[config.mk]
export PLATFORM = sky130hd
export DESIGN_NAME = apb_arbiter
export DESIGN_NICKNAME = d
export VERILOG_FILES = /design/src/rtl/apb_pkg.sv /design/src/rtl/apb_arbiter.sv
export SDC_FILE = /design/constraint.sdc
export NUM_CORES = 1
export LEC_CHECK = 0
export ABC_CLOCK_PERIOD_IN_PS = 1700
export BUFFER_PORTS_ARGS = -buffer_cell sky130_fd_sc_hd__buf_2
export CAP_MARGIN = 10
export CORE_AREA = 4 4 124 126
export DETAILED_ROUTE_END_ITERATION = 7
export DIE_AREA = 0 0 128 130
export PLACE_DENSITY = 0.46
export SLEW_MARGIN = 20
export SYNTH_ARGS = -nofsm -noshare
export SYNTH_HDL_FRONTEND = slang
export SYNTH_SLANG_ARGS = --single-unit
export TNS_END_PERCENT = 100
[constraint.sdc]
create_clock -name clock -period 1.7 [get_ports clock]
set_clock_uncertainty 0.05 [all_clocks]
set_input_delay 0.085 -clock clock [delete_from_list [all_inputs] [get_ports clock]]
set_output_delay 0.085 -clock clock [all_outputs]
set_load 0.03 [all_outputs]
[src/rtl/apb_pkg.sv]
`default_nettype none

package apb_pkg;

    // ~~~~~~~~~~~~~~~~~~~~~~~~~~~~~~~~~~~~~~~~~~~~~~~~~~~~~~~~~~~~~~~~~~~~~
    // Bus widths
    // ~~~~~~~~~~~~~~~~~~~~~~~~~~~~~~~~~~~~~~~~~~~~~~~~~~~~~~~~~~~~~~~~~~~~~

    parameter int addr_width = 32;
    parameter int data_width = 32;
    parameter int strb_width = 4;

    // ~~~~~~~~~~~~~~~~~~~~~~~~~~~~~~~~~~~~~~~~~~~~~~~~~~~~~~~~~~~~~~~~~~~~~
    // Requester to completer
    // ~~~~~~~~~~~~~~~~~~~~~~~~~~~~~~~~~~~~~~~~~~~~~~~~~~~~~~~~~~~~~~~~~~~~~

    typedef struct packed {
        logic [addr_width-1:0] paddr;
        logic                  psel;
        logic                  penable;
        // Carried through, not checked
        logic [2:0]            pprot;
        logic                  pwrite;
        logic [data_width-1:0] pwdata;
        logic [strb_width-1:0] pstrb;
    } apb_req_t;

    // ~~~~~~~~~~~~~~~~~~~~~~~~~~~~~~~~~~~~~~~~~~~~~~~~~~~~~~~~~~~~~~~~~~~~~
    // Completer to requester
    // ~~~~~~~~~~~~~~~~~~~~~~~~~~~~~~~~~~~~~~~~~~~~~~~~~~~~~~~~~~~~~~~~~~~~~

    typedef struct packed {
        logic                  pready;
        logic [data_width-1:0] prdata;
        logic                  pslverr;
    } apb_rsp_t;

endpackage

`default_nettype wire
[src/rtl/apb_arbiter.sv]
`timescale 1ns/10ps
`default_nettype none

module apb_arbiter (
    input  wire               clock,
    input  wire               reset,
    input  apb_pkg::apb_req_t core_req,
    input  apb_pkg::apb_req_t dbg_req,
    input  apb_pkg::apb_rsp_t bus_rsp,
    output apb_pkg::apb_rsp_t core_rsp,
    output apb_pkg::apb_rsp_t dbg_rsp,
    output apb_pkg::apb_req_t bus_req
);
    import apb_pkg::*;

    typedef enum logic [1:0] {
        st_idle,
        st_setup,
        st_access
    } state_t;

    state_t   state;
    logic     gnt_dbg;
    logic     last_dbg;
    logic     pick_dbg;
    apb_req_t sel_req;

    // Debug wins when alone, or when both ask and core won last time
    assign pick_dbg = dbg_req.psel && (!core_req.psel || !last_dbg);

    // ~~~~~~~~~~~~~~~~~~~~~~~~~~~~~~~~~~~~~~~~~~~~~~~~~~~~~~~~~~~~~~~~~~~~~
    // Grant and phase sequencing
    // ~~~~~~~~~~~~~~~~~~~~~~~~~~~~~~~~~~~~~~~~~~~~~~~~~~~~~~~~~~~~~~~~~~~~~

    always_ff @(posedge clock) begin
        if (reset) begin
            state    <= st_idle;
            gnt_dbg  <= 1'b0;
            last_dbg <= 1'b1;
        end else begin
            case (state)
                st_idle: begin
                    if (core_req.psel || dbg_req.psel) begin
                        gnt_dbg  <= pick_dbg;
                        last_dbg <= pick_dbg;
                        state    <= st_setup;
                    end
                end
                st_setup: begin
                    state <= st_access;
                end
                st_access: begin
                    if (bus_rsp.pready) begin
                        state <= st_idle;
                    end
                end
                default: begin
                    state <= st_idle;
                end
            endcase
        end
    end

    // Phases are regenerated here and the master only supplies held fields
    assign sel_req = gnt_dbg ? dbg_req : core_req;

    always_comb begin
        bus_req = '0;
        if (state != st_idle) begin
            bus_req         = sel_req;
            bus_req.psel    = 1'b1;
            bus_req.penable = (state == st_access);
        end
    end

    // ~~~~~~~~~~~~~~~~~~~~~~~~~~~~~~~~~~~~~~~~~~~~~~~~~~~~~~~~~~~~~~~~~~~~~
    // Response steering
    // ~~~~~~~~~~~~~~~~~~~~~~~~~~~~~~~~~~~~~~~~~~~~~~~~~~~~~~~~~~~~~~~~~~~~~

    assign core_rsp = (state == st_access && !gnt_dbg) ? bus_rsp : '0;
    assign dbg_rsp  = (state == st_access && gnt_dbg) ? bus_rsp : '0;

    // A port only completes during its own held access phase
    a_core_rsp_granted: assert property (
        @(posedge clock) disable iff (reset)
        core_rsp.pready |-> core_req.psel && core_req.penable
    );

    a_dbg_rsp_granted: assert property (
        @(posedge clock) disable iff (reset)
        dbg_rsp.pready |-> dbg_req.psel && dbg_req.penable
    );

endmodule

`default_nettype wire

==> impl_metrics.csv <==
group,metric,value,unit
synth,syn_inst,255,
detailed_routing,wl,9156,um
clock_network,numCtsBuffers,3,
synth,ys_types,22,
synth,yosys-top-cells-area,"mux2i_1 41%, and2_1 24%, nor2_1 16%",
worst_setup_path,worstReg2RegStart,"state[1]",
grt,grt_pass1_wl,12820,um
worst_setup_path,critPathKind,"reg2out",
pwr,powerDensity,519.4,nW/um^2
die,start_util,12.37,%
synth,synth_top_area_cell,"mux2i_1",
pwr,switchingPower,960.7,uW
sta,rsz0062_at_grt,"false",
pwr,power_frac_clock,19.8,%
clock_network,clock_path_buffers,2,
die,die_h,130,um
pwr,p_total,1911,uW
worst_hold_path,hp-start,"reset",
sta,tightest_slew,281.3,ps
clock_network,htreeDepth,1,
sta,fin_hold_ws,42.50,ps
clock_network,root_buffer,"clkbuf_16",
pwr,p_leak,0.002184,uW
pwr,p_sw_share,50.27,%
grt,antenna_found_initial,0,
clock_network,path_clk_slew,30,ps
synth,async_reset_ff_share,0,%
worst_setup_path,critPathMaxStageDelay,390,ps
worst_setup_path,cp-start-kind,"register",
finish,drive_gt1_share,60.14,%
place,dp_cells,747,
detailed_routing,drc_errors,0,
synth,ys.flop_type,"dfxtp_1",
finish,final_util,25.71,%
detailed_routing,drt_iter0_markers,60,
outcome,outcome,"complete, no violations",
detailed_routing,wl_per_cell,12.19,um
grt,grt_max_degree,44,
detailed_routing,ant_nets,0,
finish,nets,752,
clock_network,clock-sinks,4,
sta,max_freq,0.6119,GHz
synth,ys_seq_area_share,4.523,%
grt,overflow,0,
worst_hold_path,hold_path_class,"in2reg",
worst_setup_path,crit_start,"gnt_dbg",
synth,ys_top_cells_by_count,"74 x nor2_1, 72 x mux2i_1, 68 x and2_1, 8 x buf_2, 7 x buf_6",
synth,yosysWarnings,0,
synth,synth_edf_count,0,
die,core,14310,sq um
synth,syn_avg_cell_area,6.943,sq um
sta,fin_crit,1634,ps
synth,post-synth-top-count-cell,"nor2_1",
place,dp_hpwl,8045,um
job,maxCapViolations,0,
worst_setup_path,path_cells,"buf_12, mux2i_4, nor2_1, buf_2",
pwr,seq_power_share,6.4,%
finish,n_antenna_cell,0,
worst_setup_path,end_kind,"output port",
pwr,p_int,950.5,uW
pwr,ir_worst_vdd,0.2201,mV
worst_setup_path,cpMaxStageDelayCell,"dfxtp_4",
place,io_buffers,323,
sta,setup_viol,0,
sta,finalSetupTns,0,ps
detailed_routing,route.vias.total,2853,
synth,synth_seq_cells,4,
synth,synth_area,1770,sq um
sta,final.period_utilization,96.13,%
clock_network,postCtsSetupBuffers,0,
worst_setup_path,path_max_fanout,30,
place,gp_congestion,0.7339,
worst_setup_path,arrival,1500,ps
sta,hold_viol_final,0,
finish,fin_cells,751,
grt,grt_usage,9.319,%
synth,synth_top_area_share,40.71,%
die,io_pins,326,
die,die_w,128,um
worst_setup_path,worstPathRequired,1560,ps
detailed_routing,viasPerCell,3.799,
die,die-area,16640,sq um
grt,grt_pass1_vias,2652,
detailed_routing,drtPass1Iterations,4,
pwr,combPwrFrac,73.8,%
clock_network,tritoncts,"yes",
sta,slew_violations,0,
clock_network,cts_hold_buffers,0,
synth,syn-num-nets,439,
die,num_rows,44,
finish,syn_to_final_growth,107.8,%
sta,slew_headroom,80.84,%
clock_network,clock_latency,220,ps
## through the flow
step	cell area (sq um)	worst slack (ps)
after CTS	3677	1.836
after floorplan	1770	328.0
after global placement	3582	-36.44
after detailed placement	3582	-57.83
final	3680	65.82
after global routing	3680	0.3882
## state kept, by name, summed over array words and instances, names as in the netlist
name      cells
gnt_dbg       1
last_dbg      1
state         2
## metal layers
| metal | GRT usage, % | vias to the layer above | part of all wire (%) |
|---|---|---|---|
| met5 | 0 | - | 0 |
| met4 | 1.561 | 0 | 1.0 |
| met3 | 1.637 | 4 | 12 |
| met2 | 19.32 | 191 | 53 |
| met1 | 9.789 | 1200 | 34 |
| li1 | - | 1458 | - |
## repair_timing
action | 4_1_cts | 5_1_grt
endpoints found under the hold margin | 0 | 0
gates resized for setup | 3 | 2
pin swaps | 0 | 0
setup endpoints to repair | 2 | 60
cloned | 0 | 0
## final timing paths
check	depth (start not counted)	slack, ps	end
worst max-delay path	4	70	bus_req[52]
worst min-delay path	2	40	state[1]
worst max register to register	2	420	last_dbg
worst min register to register	2	460	gnt_dbg
## power by group through the flow
stage          logic (uW)  clock network (uW)  registers, uW
6_report             1410                 378            123
5_1_grt              1520                 396            125
4_1_cts              1430                 382            122
3_5_place_dp         1420                   0            124
3_3_place_gp         1430                   0            124
2_1_floorplan         920                   0            115
## logic make-up (layout without fill, tap and decap cells)
family | Yosys count | count (layout) | synth area share [%]
flip-flops | 4 | 4 | 4.523
buffers and inverters | 24 | 336 | 8.834
AO/OA/AOI/OAI | 3 | 3 | 1.413
AND/OR/NAND/NOR | 152 | 152 | 44.52
multiplexers | 72 | 72 | 40.71
## cells in the final DEF, fill, tap and decap left out, types with 2 or more instances in the layout
cell type,n
inv_1,2
buf_2,323
nor2_1,73
mux2i_1,71
clkbuf_16,3
buf_12,4
and2_1,68
dfxtp_2,2
buf_4,2
## critical path: cells and delay by family, from the launching register on
kind                   cells  cell delay [ps]
muxes                      1              380
buffers and inverters      2              430
DFF                        1              390
and+or+nand+nor            1               80
## layout make-up
cell class | instances | area [sq um]
sequential | 4 | 86.33
clock buffer | 4 | 78.83
inverter | 2 | 7.507
fill | 1622 | 10630
timing repair buffer | 330 | 1723
multi-input combinational | 227 | 1554
tap | 184 | 230.2
No activity file was read; power rests on OpenSTA's default activity.
