--- config.mk ---
export PLATFORM = sky130hd
export DESIGN_NAME = apb_latency_scaler
export DESIGN_NICKNAME = d
export VERILOG_FILES = /design/src/rtl/apb_pkg.sv /design/src/rtl/apb_latency_scaler.sv
export SDC_FILE = /design/constraint.sdc
export NUM_CORES = 1
export LEC_CHECK = 0
export BUFFER_PORTS_ARGS = -buffer_cell sky130_fd_sc_hd__buf_4
export CAP_MARGIN = 25
export CORE_MARGIN = 4
export CORE_UTILIZATION = 30
export CTS_CLUSTER_DIAMETER = 40
export CTS_CLUSTER_SIZE = 30
export DETAILED_ROUTE_END_ITERATION = 16
export GPL_TIMING_DRIVEN = 0
export SLEW_MARGIN = 25
export SYNTH_ARGS = -nofsm -noshare
export SYNTH_HDL_FRONTEND = slang
export SYNTH_SLANG_ARGS = --single-unit
export TNS_END_PERCENT = 1
--- constraint.sdc ---
create_clock -name clock -period 2.8 [get_ports clock]
set_clock_uncertainty 0.2 [all_clocks]
set_input_delay 0.56 -clock clock [delete_from_list [all_inputs] [get_ports clock]]
set_output_delay 0.56 -clock clock [all_outputs]
set_load 0.03 [all_outputs]
--- src/rtl/apb_pkg.sv ---
`default_nettype none

package apb_pkg;

    // ~~~~~~~~~~~~~~~~~~~~~~~~~~~~~~~~~~~~~~~~~~~~~~~~~~~~~~~~~~~~~~~~~~~~~
    // Bus widths
    // ~~~~~~~~~~~~~~~~~~~~~~~~~~~~~~~~~~~~~~~~~~~~~~~~~~~~~~~~~~~~~~~~~~~~~

    parameter int addr_width = 32;
    parameter int data_width = 32;
    parameter int strb_width = 4;

    // ~~~~~~~~~~~~~~~~~~~~~~~~~~~~~~~~~~~~~~~~~~~~~~~~~~~~~~~~~~~~~~~~~~~~~
    // Requester to completer
    // ~~~~~~~~~~~~~~~~~~~~~~~~~~~~~~~~~~~~~~~~~~~~~~~~~~~~~~~~~~~~~~~~~~~~~

    typedef struct packed {
        logic [addr_width-1:0] paddr;
        logic                  psel;
        logic                  penable;
        // Carried through, not checked
        logic [2:0]            pprot;
        logic                  pwrite;
        logic [data_width-1:0] pwdata;
        logic [strb_width-1:0] pstrb;
    } apb_req_t;

    // ~~~~~~~~~~~~~~~~~~~~~~~~~~~~~~~~~~~~~~~~~~~~~~~~~~~~~~~~~~~~~~~~~~~~~
    // Completer to requester
    // ~~~~~~~~~~~~~~~~~~~~~~~~~~~~~~~~~~~~~~~~~~~~~~~~~~~~~~~~~~~~~~~~~~~~~

    typedef struct packed {
        logic                  pready;
        logic [data_width-1:0] prdata;
        logic                  pslverr;
    } apb_rsp_t;

endpackage

`default_nettype wire
--- src/rtl/apb_latency_scaler.sv ---
`timescale 1ns/10ps
`default_nettype none

module apb_latency_scaler #(
    parameter int scale_num       = 9,
    parameter int scale_frac_bits = 10
) (
    input  wire               clock,
    input  wire               reset,
    input  apb_pkg::apb_req_t bus_req,
    input  apb_pkg::apb_rsp_t dev_rsp,
    output apb_pkg::apb_rsp_t bus_rsp,
    output apb_pkg::apb_req_t dev_req
);
    import apb_pkg::*;

    // Added once per device wait cycle, in fixed point
    localparam logic [31:0] acc_step = 32'(scale_num) << scale_frac_bits;

    typedef enum logic [1:0] {
        st_idle,
        st_active,
        st_delay
    } state_t;

    state_t                state;
    logic [31:0]           acc;
    logic                  pready_q;
    logic [data_width-1:0] cap_prdata;
    logic                  cap_pslverr;

    // ~~~~~~~~~~~~~~~~~~~~~~~~~~~~~~~~~~~~~~~~~~~~~~~~~~~~~~~~~~~~~~~~~~~~~
    // Measure, then stretch
    // ~~~~~~~~~~~~~~~~~~~~~~~~~~~~~~~~~~~~~~~~~~~~~~~~~~~~~~~~~~~~~~~~~~~~~

    always_ff @(posedge clock) begin
        if (reset) begin
            state    <= st_idle;
            acc      <= '0;
            pready_q <= 1'b0;
        end else begin
            case (state)
                st_idle: begin
                    if (bus_req.psel && !bus_req.penable) begin
                        state <= st_active;
                    end
                end
                st_active: begin
                    if (dev_rsp.pready) begin
                        // Integer part is scale_num times the wait count
                        acc   <= acc >> scale_frac_bits;
                        state <= st_delay;
                    end else begin
                        acc <= acc + acc_step;
                    end
                end
                st_delay: begin
                    if (pready_q) begin
                        pready_q <= 1'b0;
                        state    <= st_idle;
                    end else if (acc == '0) begin
                        pready_q <= 1'b1;
                    end else begin
                        acc <= acc - 32'd1;
                    end
                end
                default: begin
                    state <= st_idle;
                end
            endcase
        end
    end

    always_ff @(posedge clock) begin
        if (state == st_active && dev_rsp.pready) begin
            cap_prdata  <= dev_rsp.prdata;
            cap_pslverr <= dev_rsp.pslverr;
        end
    end

    // Device side is parked for the whole stretch, pready cycle included
    always_comb begin
        dev_req = bus_req;
        if (state == st_delay) begin
            dev_req.psel    = 1'b0;
            dev_req.penable = 1'b0;
        end
    end

    assign bus_rsp.pready  = pready_q;
    assign bus_rsp.prdata  = pready_q ? cap_prdata : '0;
    assign bus_rsp.pslverr = pready_q && cap_pslverr;

    // The stretched completion must land while the bus still holds access
    a_pready_in_access: assert property (
        @(posedge clock) disable iff (reset)
        bus_rsp.pready |-> bus_req.psel && bus_req.penable
    );

endmodule

`default_nettype wire

==> impl_summary.log, run 1 <==
INFO  metric met1Wirelength = 6792 um
INFO  metric drc = 0
INFO  metric crit_path_top_delay_cell = sky130_fd_sc_hd__dfxtp_1
INFO  metric max_freq = 362.6 MHz
INFO  metric finalWirelength = 17280 um
INFO  metric fin_crit = 2.758 ns
INFO  metric buffer_ports.inserted = 144
INFO  metric grt_pass1_wl = 26450 um
INFO  metric avgSynthCellArea = 8.344 um2
INFO  metric preCtsSetupSlack = -0.5051 ns
INFO  metric max_cap_viol = 0
INFO  metric highest_layer_used_for_signal_routing = met4
INFO  metric synth.yosys.seq_area_share = 35.69%
INFO  metric grt_max_degree = 34
INFO  metric tritoncts = done
INFO  metric globalRouteTotalUtil = 18.43%
INFO  metric num_io_pins = 218
INFO  metric ys_ff_latch = 68
INFO  metric drt-vias-per-instance = 5.322
INFO  metric startpoint_type = flop
INFO  metric total_standard_cell_area_after_synthesis = 4740 um2
INFO  metric layout.nets = 845
INFO  metric clock_insertion_delay_worst_skew = 0.35 ns
INFO  metric synth.distinct_cells = 65
INFO  metric max-vdd-ir-drop = 0.4885 mV
INFO  metric post_layout_cell_count = 943
INFO  metric power.leakage = 2.633 nW
INFO  metric syn_to_final_growth = 37.06%
INFO  metric die_span_x = 133.7 um
INFO  metric grt_setup_unrepaired = yes
INFO  metric overflow = 0
INFO  metric firstDrtPassIters = 5
INFO  metric synthesis.yosys.warnings = 0
INFO  metric dpl.cell_count = 923
INFO  metric first_global_vias = 4821
INFO  metric dr.first_iter.drc_count = 469
INFO  metric cellPowerDensity = 859.4 nW/um2
INFO  metric seqPwrFrac = 23.6%
INFO  metric worstHoldPathType = input pin to flop
INFO  metric layout-drive-gt1-share = 36.89%
INFO  metric final_common_cell = sky130_fd_sc_hd__buf_4
INFO  metric worst-setup-path-type = flop to flop
INFO  metric pwr-share-comb = 57.5%
INFO  metric outcome = complete, no violations
INFO  metric synth_edf_count = 33
INFO  metric critical_path_peak_fanout = 10
INFO  metric final_cell_mix = 222 x sky130_fd_sc_hd__buf_4, 45 x sky130_fd_sc_hd__nand2_1, 41 x sky130_fd_sc_hd__nor2_1
INFO  metric netlist_instances = 568
INFO  metric antenna_found_initial = 0
INFO  metric dp_hpwl = 12790 um
INFO  metric vias = 5019
INFO  metric maxSlewViolCount = 0
INFO  metric power.net_switching = 2.669 mW
INFO  metric cts_root_buffer = sky130_fd_sc_hd__clkbuf_16
INFO  metric antenna_cells = 0
INFO  metric clock_tree.buffer_depth = 2
INFO  metric tritoncts.num_buffers = 9
INFO  metric finalCritPeriodShare = 98.50%
INFO  metric fp-row-count = 45
INFO  metric holdWs = 0.1891 ns
INFO  metric h-tree-depth = 3
INFO  metric critical_path_end_type = flop
INFO  metric finalHoldViolCount = 0
INFO  metric postCtsHoldBufs = 0
INFO  metric floorplan.initialDensity = 30.95%
INFO  metric maxSlewHeadroom = 44.58%
INFO  metric cp_slowest_stage_delay = 0.37 ns
INFO  metric detail_route.wl_per_cell = 18.33 um
INFO  metric final.setup.worst_slack = 0.04201 ns
INFO  metric fillers = 1580
INFO  metric critical_path_required = 2.86 ns
INFO  metric number_of_setup_violations_in_the_final_report = 0
INFO  metric die-height = 133.7 um
INFO  metric tightest_slew = 0.8283 ns
INFO  metric power.internal = 2.914 mW
INFO  metric dieArea = 17870 um2
INFO  metric cp_cell_sequence = inv_1 > ha_1 > buf_2 > a21boi_1 > nand2_1 > a31oi_1 > buf_2 > nand4_1 > a31oi_1
INFO  metric sw_share = 47.81%
INFO  metric ant_nets = 0
INFO  metric clockPowerShare = 18.9%
INFO  metric met2_length = 7972 um
INFO  metric syn-num-nets = 686
INFO  metric post_route_core_utilization = 42.42%
INFO  metric core_region_area = 15310 um2
INFO  metric worstPathArrival = 2.82 ns
INFO  metric ys.flop_type = sky130_fd_sc_hd__dfxtp_1
INFO  metric met3WireLength = 1975 um
INFO  metric async_reset_ff_share = 0%
INFO  metric numClockSinks = 68
INFO  metric cts.clk_slew.worst_paths = 0.06 ns
INFO  metric gp_routability_congestion = 0.9792
==> worst max-delay path, delay by kind of cell (launching register included) <==
kind	cells	cell delay [ns]
DFF	1	0.37
and+or+nand+nor	2	0.28
buffers and inverters	3	0.71
adders and majority gates	1	0.29
AOI/OAI and AO/OA	3	0.84
==> metrics by stage <==
stage          area (um2)   TNS, ns  power (mW)
2_1_floorplan        4740         0       3.214
3_3_place_gp         6085    -15.55       4.125
3_5_place_dp         6086    -4.870       4.144
4_1_cts              6432  -0.04299       5.421
5_1_grt              6496   -0.2050       5.844
6_report             6496         0       5.583
==> cells by family after synthesis <==
group                      share of synthesized area, %
AOI/OAI and AO/OA                                 18.45
xor gates and xnor gates                          2.033
adders and majority gates                         2.112
buffers and inverters                             15.87
DFF                                               35.69
muxes                                            0.6600
and+or+nand+nor                                   25.18
==> cell type report <==
type | count | area, um2 | area share (%)
buffer | 108 | 714.4 | 11.00
clock buffer | 9 | 225.2 | 3.467
clock inverter | 7 | 42.54 | 0.6549
inverter | 16 | 60.06 | 0.9245
multi-input combinational | 376 | 2371 | 36.50
sequential | 68 | 1695 | 26.10
tap | 211 | 264.0 | 4.064
timing repair buffer | 148 | 1124 | 17.30
==> power by group through the flow <==
stage	clock network [mW]	logic (mW)	registers, mW
final	1.06	3.21	1.32
after global routing	1.13	3.38	1.33
after CTS	1.07	3.04	1.31
after detailed placement	0	2.82	1.33
after global placement	0	2.80	1.32
after floorplan	0	1.92	1.29
==> what timing repair did <==
item	in CTS	in global routing
pin swaps	1	1
resized for setup	14	15
setup endpoints to repair	28	30
setup buffers	3	1
==> per-layer routing <==
| layer | vias to the layer above | GRT usage, % |
|---|---|---|
| met5 | - | 0 |
| met4 | 0 | 6.400 |
| met3 | 51 | 6.571 |
| met2 | 340 | 29.85 |
| met1 | 2325 | 22.76 |
| li1 | 2303 | - |
==> cell usage after synthesis, drive strengths merged (4+ instances only) <==
library cell | number | area share (%)
inv | 15 | 1.2
xnor2 | 10 | 1.8
o211ai | 4 | 0.63
ha | 8 | 2.1
nor4 | 11 | 1.8
buf | 76 | 12
or3 | 5 | 0.66
and2 | 37 | 4.9
nor4b | 5 | 1.1
and3 | 4 | 0.53
nand3 | 20 | 2.2
clkbuf | 32 | 2.5
a31oi | 23 | 3.0
o22ai | 4 | 0.53
nor2b | 4 | 0.53
a21oi | 30 | 3.2
dfxtp | 35 | 15
nor3 | 25 | 2.6
a21o | 6 | 0.95
nand4 | 11 | 1.5
nor2 | 41 | 3.2
edfxtp | 33 | 21
o21ai | 27 | 2.9
nand2 | 46 | 3.7
nand2b | 5 | 0.66
==> worst paths after layout <==
path                     to        start  slack [ns]  cells past startpoint
max                 acc[18]     state[0]        0.04                      9
max reg2reg         acc[18]     state[0]        0.04                      9
min          cap_prdata[10]  dev_rsp[11]        0.19                      1
min reg2reg          acc[0]       acc[0]        0.30                      2
==> state kept, by name (all words and copies together) (netlist names) <==
| signal | flops |
|---|---|
| state | 2 |
| cap_pslverr | 1 |
| acc | 32 |
| pready_q | 1 |
| cap_prdata | 32 |
(Power assumes the default switching activity.)
==> run 2: changes to the inputs <==
==> constraint.sdc (replaced) <==
create_clock -name clock -period 3.1 [get_ports clock]
set_clock_uncertainty 0.2 [all_clocks]
set_input_delay 0.62 -clock clock [delete_from_list [all_inputs] [get_ports clock]]
set_output_delay 0.62 -clock clock [all_outputs]
set_load 0.03 [all_outputs]
==> run 2 against run 1 <==
Compared with the run above:
- cell count fell by 0.21%
- die area did not move
- sequential share of layout area rose by 0.33 points
- combinational power fell by 15%
- maximum frequency fell by 10%
- critical path depth did not move
- critical path type unchanged
- critical endpoint unchanged
- highest routed layer unchanged
==> impl_summary.log, run 2 (synthesized netlist as in run 1, its figures left out) <==
INFO  metric outcome = complete, no violations
INFO  metric final.setup.worst_slack = 0.03445 ns
INFO  metric syn_to_final_growth = 35.03%
INFO  metric r2r-end = acc[18]
INFO  metric firstDrtPassIters = 5
INFO  metric grt_pass1_wl = 26280 um
INFO  metric dieArea = 17870 um2
INFO  metric drc = 0
INFO  metric floorplan.initialDensity = 30.95%
INFO  metric max_freq = 326.2 MHz
INFO  metric tritoncts.num_buffers = 9
INFO  metric core_region_area = 15310 um2
INFO  metric global_route_met1_utilization = 22.78%
INFO  metric die-height = 133.7 um
INFO  metric reg2regPathDepth = 9
INFO  metric critical_path_end_type = flop
INFO  metric power.net_switching = 2.349 mW
INFO  metric finalCritPeriodShare = 98.89%
INFO  metric numClockSinks = 68
INFO  metric final_cell_mix = 220 x sky130_fd_sc_hd__buf_4, 45 x sky130_fd_sc_hd__nand2_1, 41 x sky130_fd_sc_hd__nor2_1
INFO  metric postLayoutCellArea = 6400 um2
INFO  metric seqPwrFrac = 24.3%
INFO  metric startpoint_type = flop
INFO  metric clock_insertion_delay_worst_skew = 0.34 ns
INFO  metric grt_max_degree = 34
INFO  metric final_common_cell = sky130_fd_sc_hd__buf_4
INFO  metric number_of_setup_violations_in_the_final_report = 0
INFO  metric worst_hold_endpoint = cap_prdata[10]
INFO  metric min_path_cells = 1
INFO  metric antenna_cells = 0
INFO  metric cts.clk_slew.worst_paths = 0.06 ns
INFO  metric dr.first_iter.drc_count = 468
INFO  metric drt-vias-per-instance = 5.324
INFO  metric num_io_pins = 218
INFO  metric vias = 5010
INFO  metric holdWs = 0.2501 ns
INFO  metric detail_route.wl_per_cell = 18.23 um
INFO  metric clock_tree.buffer_depth = 2
INFO  metric maxSlewViolCount = 0
INFO  metric tightest_slew = 0.7828 ns
INFO  metric power.internal = 2.512 mW
INFO  metric global_route.usage.met3 = 6.307%
INFO  metric min_from = dev_rsp[11]
INFO  metric dp_hpwl = 12790 um
INFO  metric reg_top3 = acc (32), cap_prdata (32), state (2)
INFO  metric critical_path_required = 3.16 ns
INFO  metric area_used_by_multi_input_combinational_logic = 2318 um2
INFO  metric max-vdd-ir-drop = 0.4189 mV
INFO  metric cellPowerDensity = 759.6 nW/um2
INFO  metric grt.met2_usage = 30.08%
INFO  metric h-tree-depth = 3
INFO  metric buffer_ports.inserted = 144
INFO  metric fin_crit = 3.066 ns
INFO  metric gp_routability_congestion = 0.9792
INFO  metric reg2reg_slack = 0.03 ns
INFO  metric die_span_x = 133.7 um
INFO  metric placement.cell_area = 6086 um2
INFO  metric power.leakage = 2.578 nW
INFO  metric maxSlewHeadroom = 47.62%
INFO  metric finalWirelength = 17150 um
INFO  metric pwr-share-comb = 56.1%
INFO  metric gr-max-usage-layer = met2
INFO  metric cts_root_buffer = sky130_fd_sc_hd__clkbuf_16
INFO  metric overflow = 0
INFO  metric sw_share = 48.32%
INFO  metric antenna_found_initial = 0
INFO  metric globalRouteTotalUtil = 18.31%
INFO  metric timing.rr.start = state[0]
INFO  metric preCtsSetupSlack = -0.2651 ns
INFO  metric finalHoldViolCount = 0
INFO  metric dpl.cell_count = 923
INFO  metric worstHoldPathType = input pin to flop
INFO  metric grt_setup_unrepaired = yes
INFO  metric worst-setup-path-type = flop to flop
INFO  metric postCtsHoldBufs = 0
INFO  metric fillers = 1589
INFO  metric worstPathArrival = 3.13 ns
INFO  metric tritoncts = done
INFO  metric register_area = 1692 um2
INFO  metric fp-row-count = 45
INFO  metric max_cap_viol = 0
INFO  metric clockPowerShare = 19.6%
INFO  metric ant_nets = 0
INFO  metric layout-drive-gt1-share = 35.48%
INFO  metric critical_path_peak_fanout = 10
INFO  metric layout.nets = 843
INFO  metric post_layout_cell_count = 941
INFO  metric first_global_vias = 4766
[run 2: cell count changes in the layout (fill, tap and decap cells not counted), sizes merged]
cell / before / now
clkbuf: 39 / 40
buf: 226 / 223
[run 2: routing by layer]
metal / wire (um) / vias up
met2: 7958 / 346
met4: 533 / 0
met5: 0 / -
met3: 1943 / 51
met1: 6716 / 2312
li1: - / 2301
[run 2: worst max-delay path by stage]
stage                      from             to  slack, ns
floorplan           dev_rsp[33]  cap_prdata[0]       0.56
global placement       state[0]    dev_req[40]      -0.27
detailed placement     state[0]    dev_req[40]      -0.27
CTS                      acc[0]        acc[20]      -0.02
global route           state[0]        acc[27]      -0.09
finish                 state[0]        acc[18]       0.03
[run 2: layout make-up]
cell class	instances	share of cell area [%]
clock buffers	9	3.519
multi-input cells	376	36.23
flip-flops and latches	68	26.43
clock inverters	7	0.6647
plain buffers	108	10.97
repair buffers	146	17.13
inverters	16	0.9384
well taps	211	4.125
[run 2: through the flow]
stage / TNS [ns] / utilization (%) / total power, mW
after detailed placement: -0.5680 / 39.74 / 3.743
after CTS: -0.02479 / 41.57 / 4.726
after floorplan: 0 / - / 2.903
after global placement: -3.004 / 39.73 / 3.725
final: 0 / 41.79 / 4.861
after global routing: -0.2461 / 41.79 / 5.105
[run 2: power groups by stage]
stage	Combinational [mW]	Sequential, mW	Clock, mW
6_report	2.73	1.18	0.953
4_1_cts	2.57	1.18	0.971
3_3_place_gp	2.53	1.20	0
2_1_floorplan	1.74	1.17	0
5_1_grt	2.89	1.20	1.02
3_5_place_dp	2.54	1.20	0
[run 2: repair_timing]
item,in CTS,in global routing
setup buffers,0,2
gates resized for setup,6,6
setup endpoints to repair,6,16
pin swaps,1,1
[run 2: critical path, stage by stage, from the launching register on]
cell	delay, ns
sky130_fd_sc_hd__dfxtp_1	0.37
sky130_fd_sc_hd__inv_1	0.11
sky130_fd_sc_hd__ha_1	0.28
sky130_fd_sc_hd__buf_2	0.23
sky130_fd_sc_hd__a21boi_0	0.34
sky130_fd_sc_hd__nand2_1	0.15
sky130_fd_sc_hd__a31oi_1	0.38
sky130_fd_sc_hd__clkbuf_1	0.56
sky130_fd_sc_hd__nand4_1	0.19
sky130_fd_sc_hd__a31oi_1	0.17
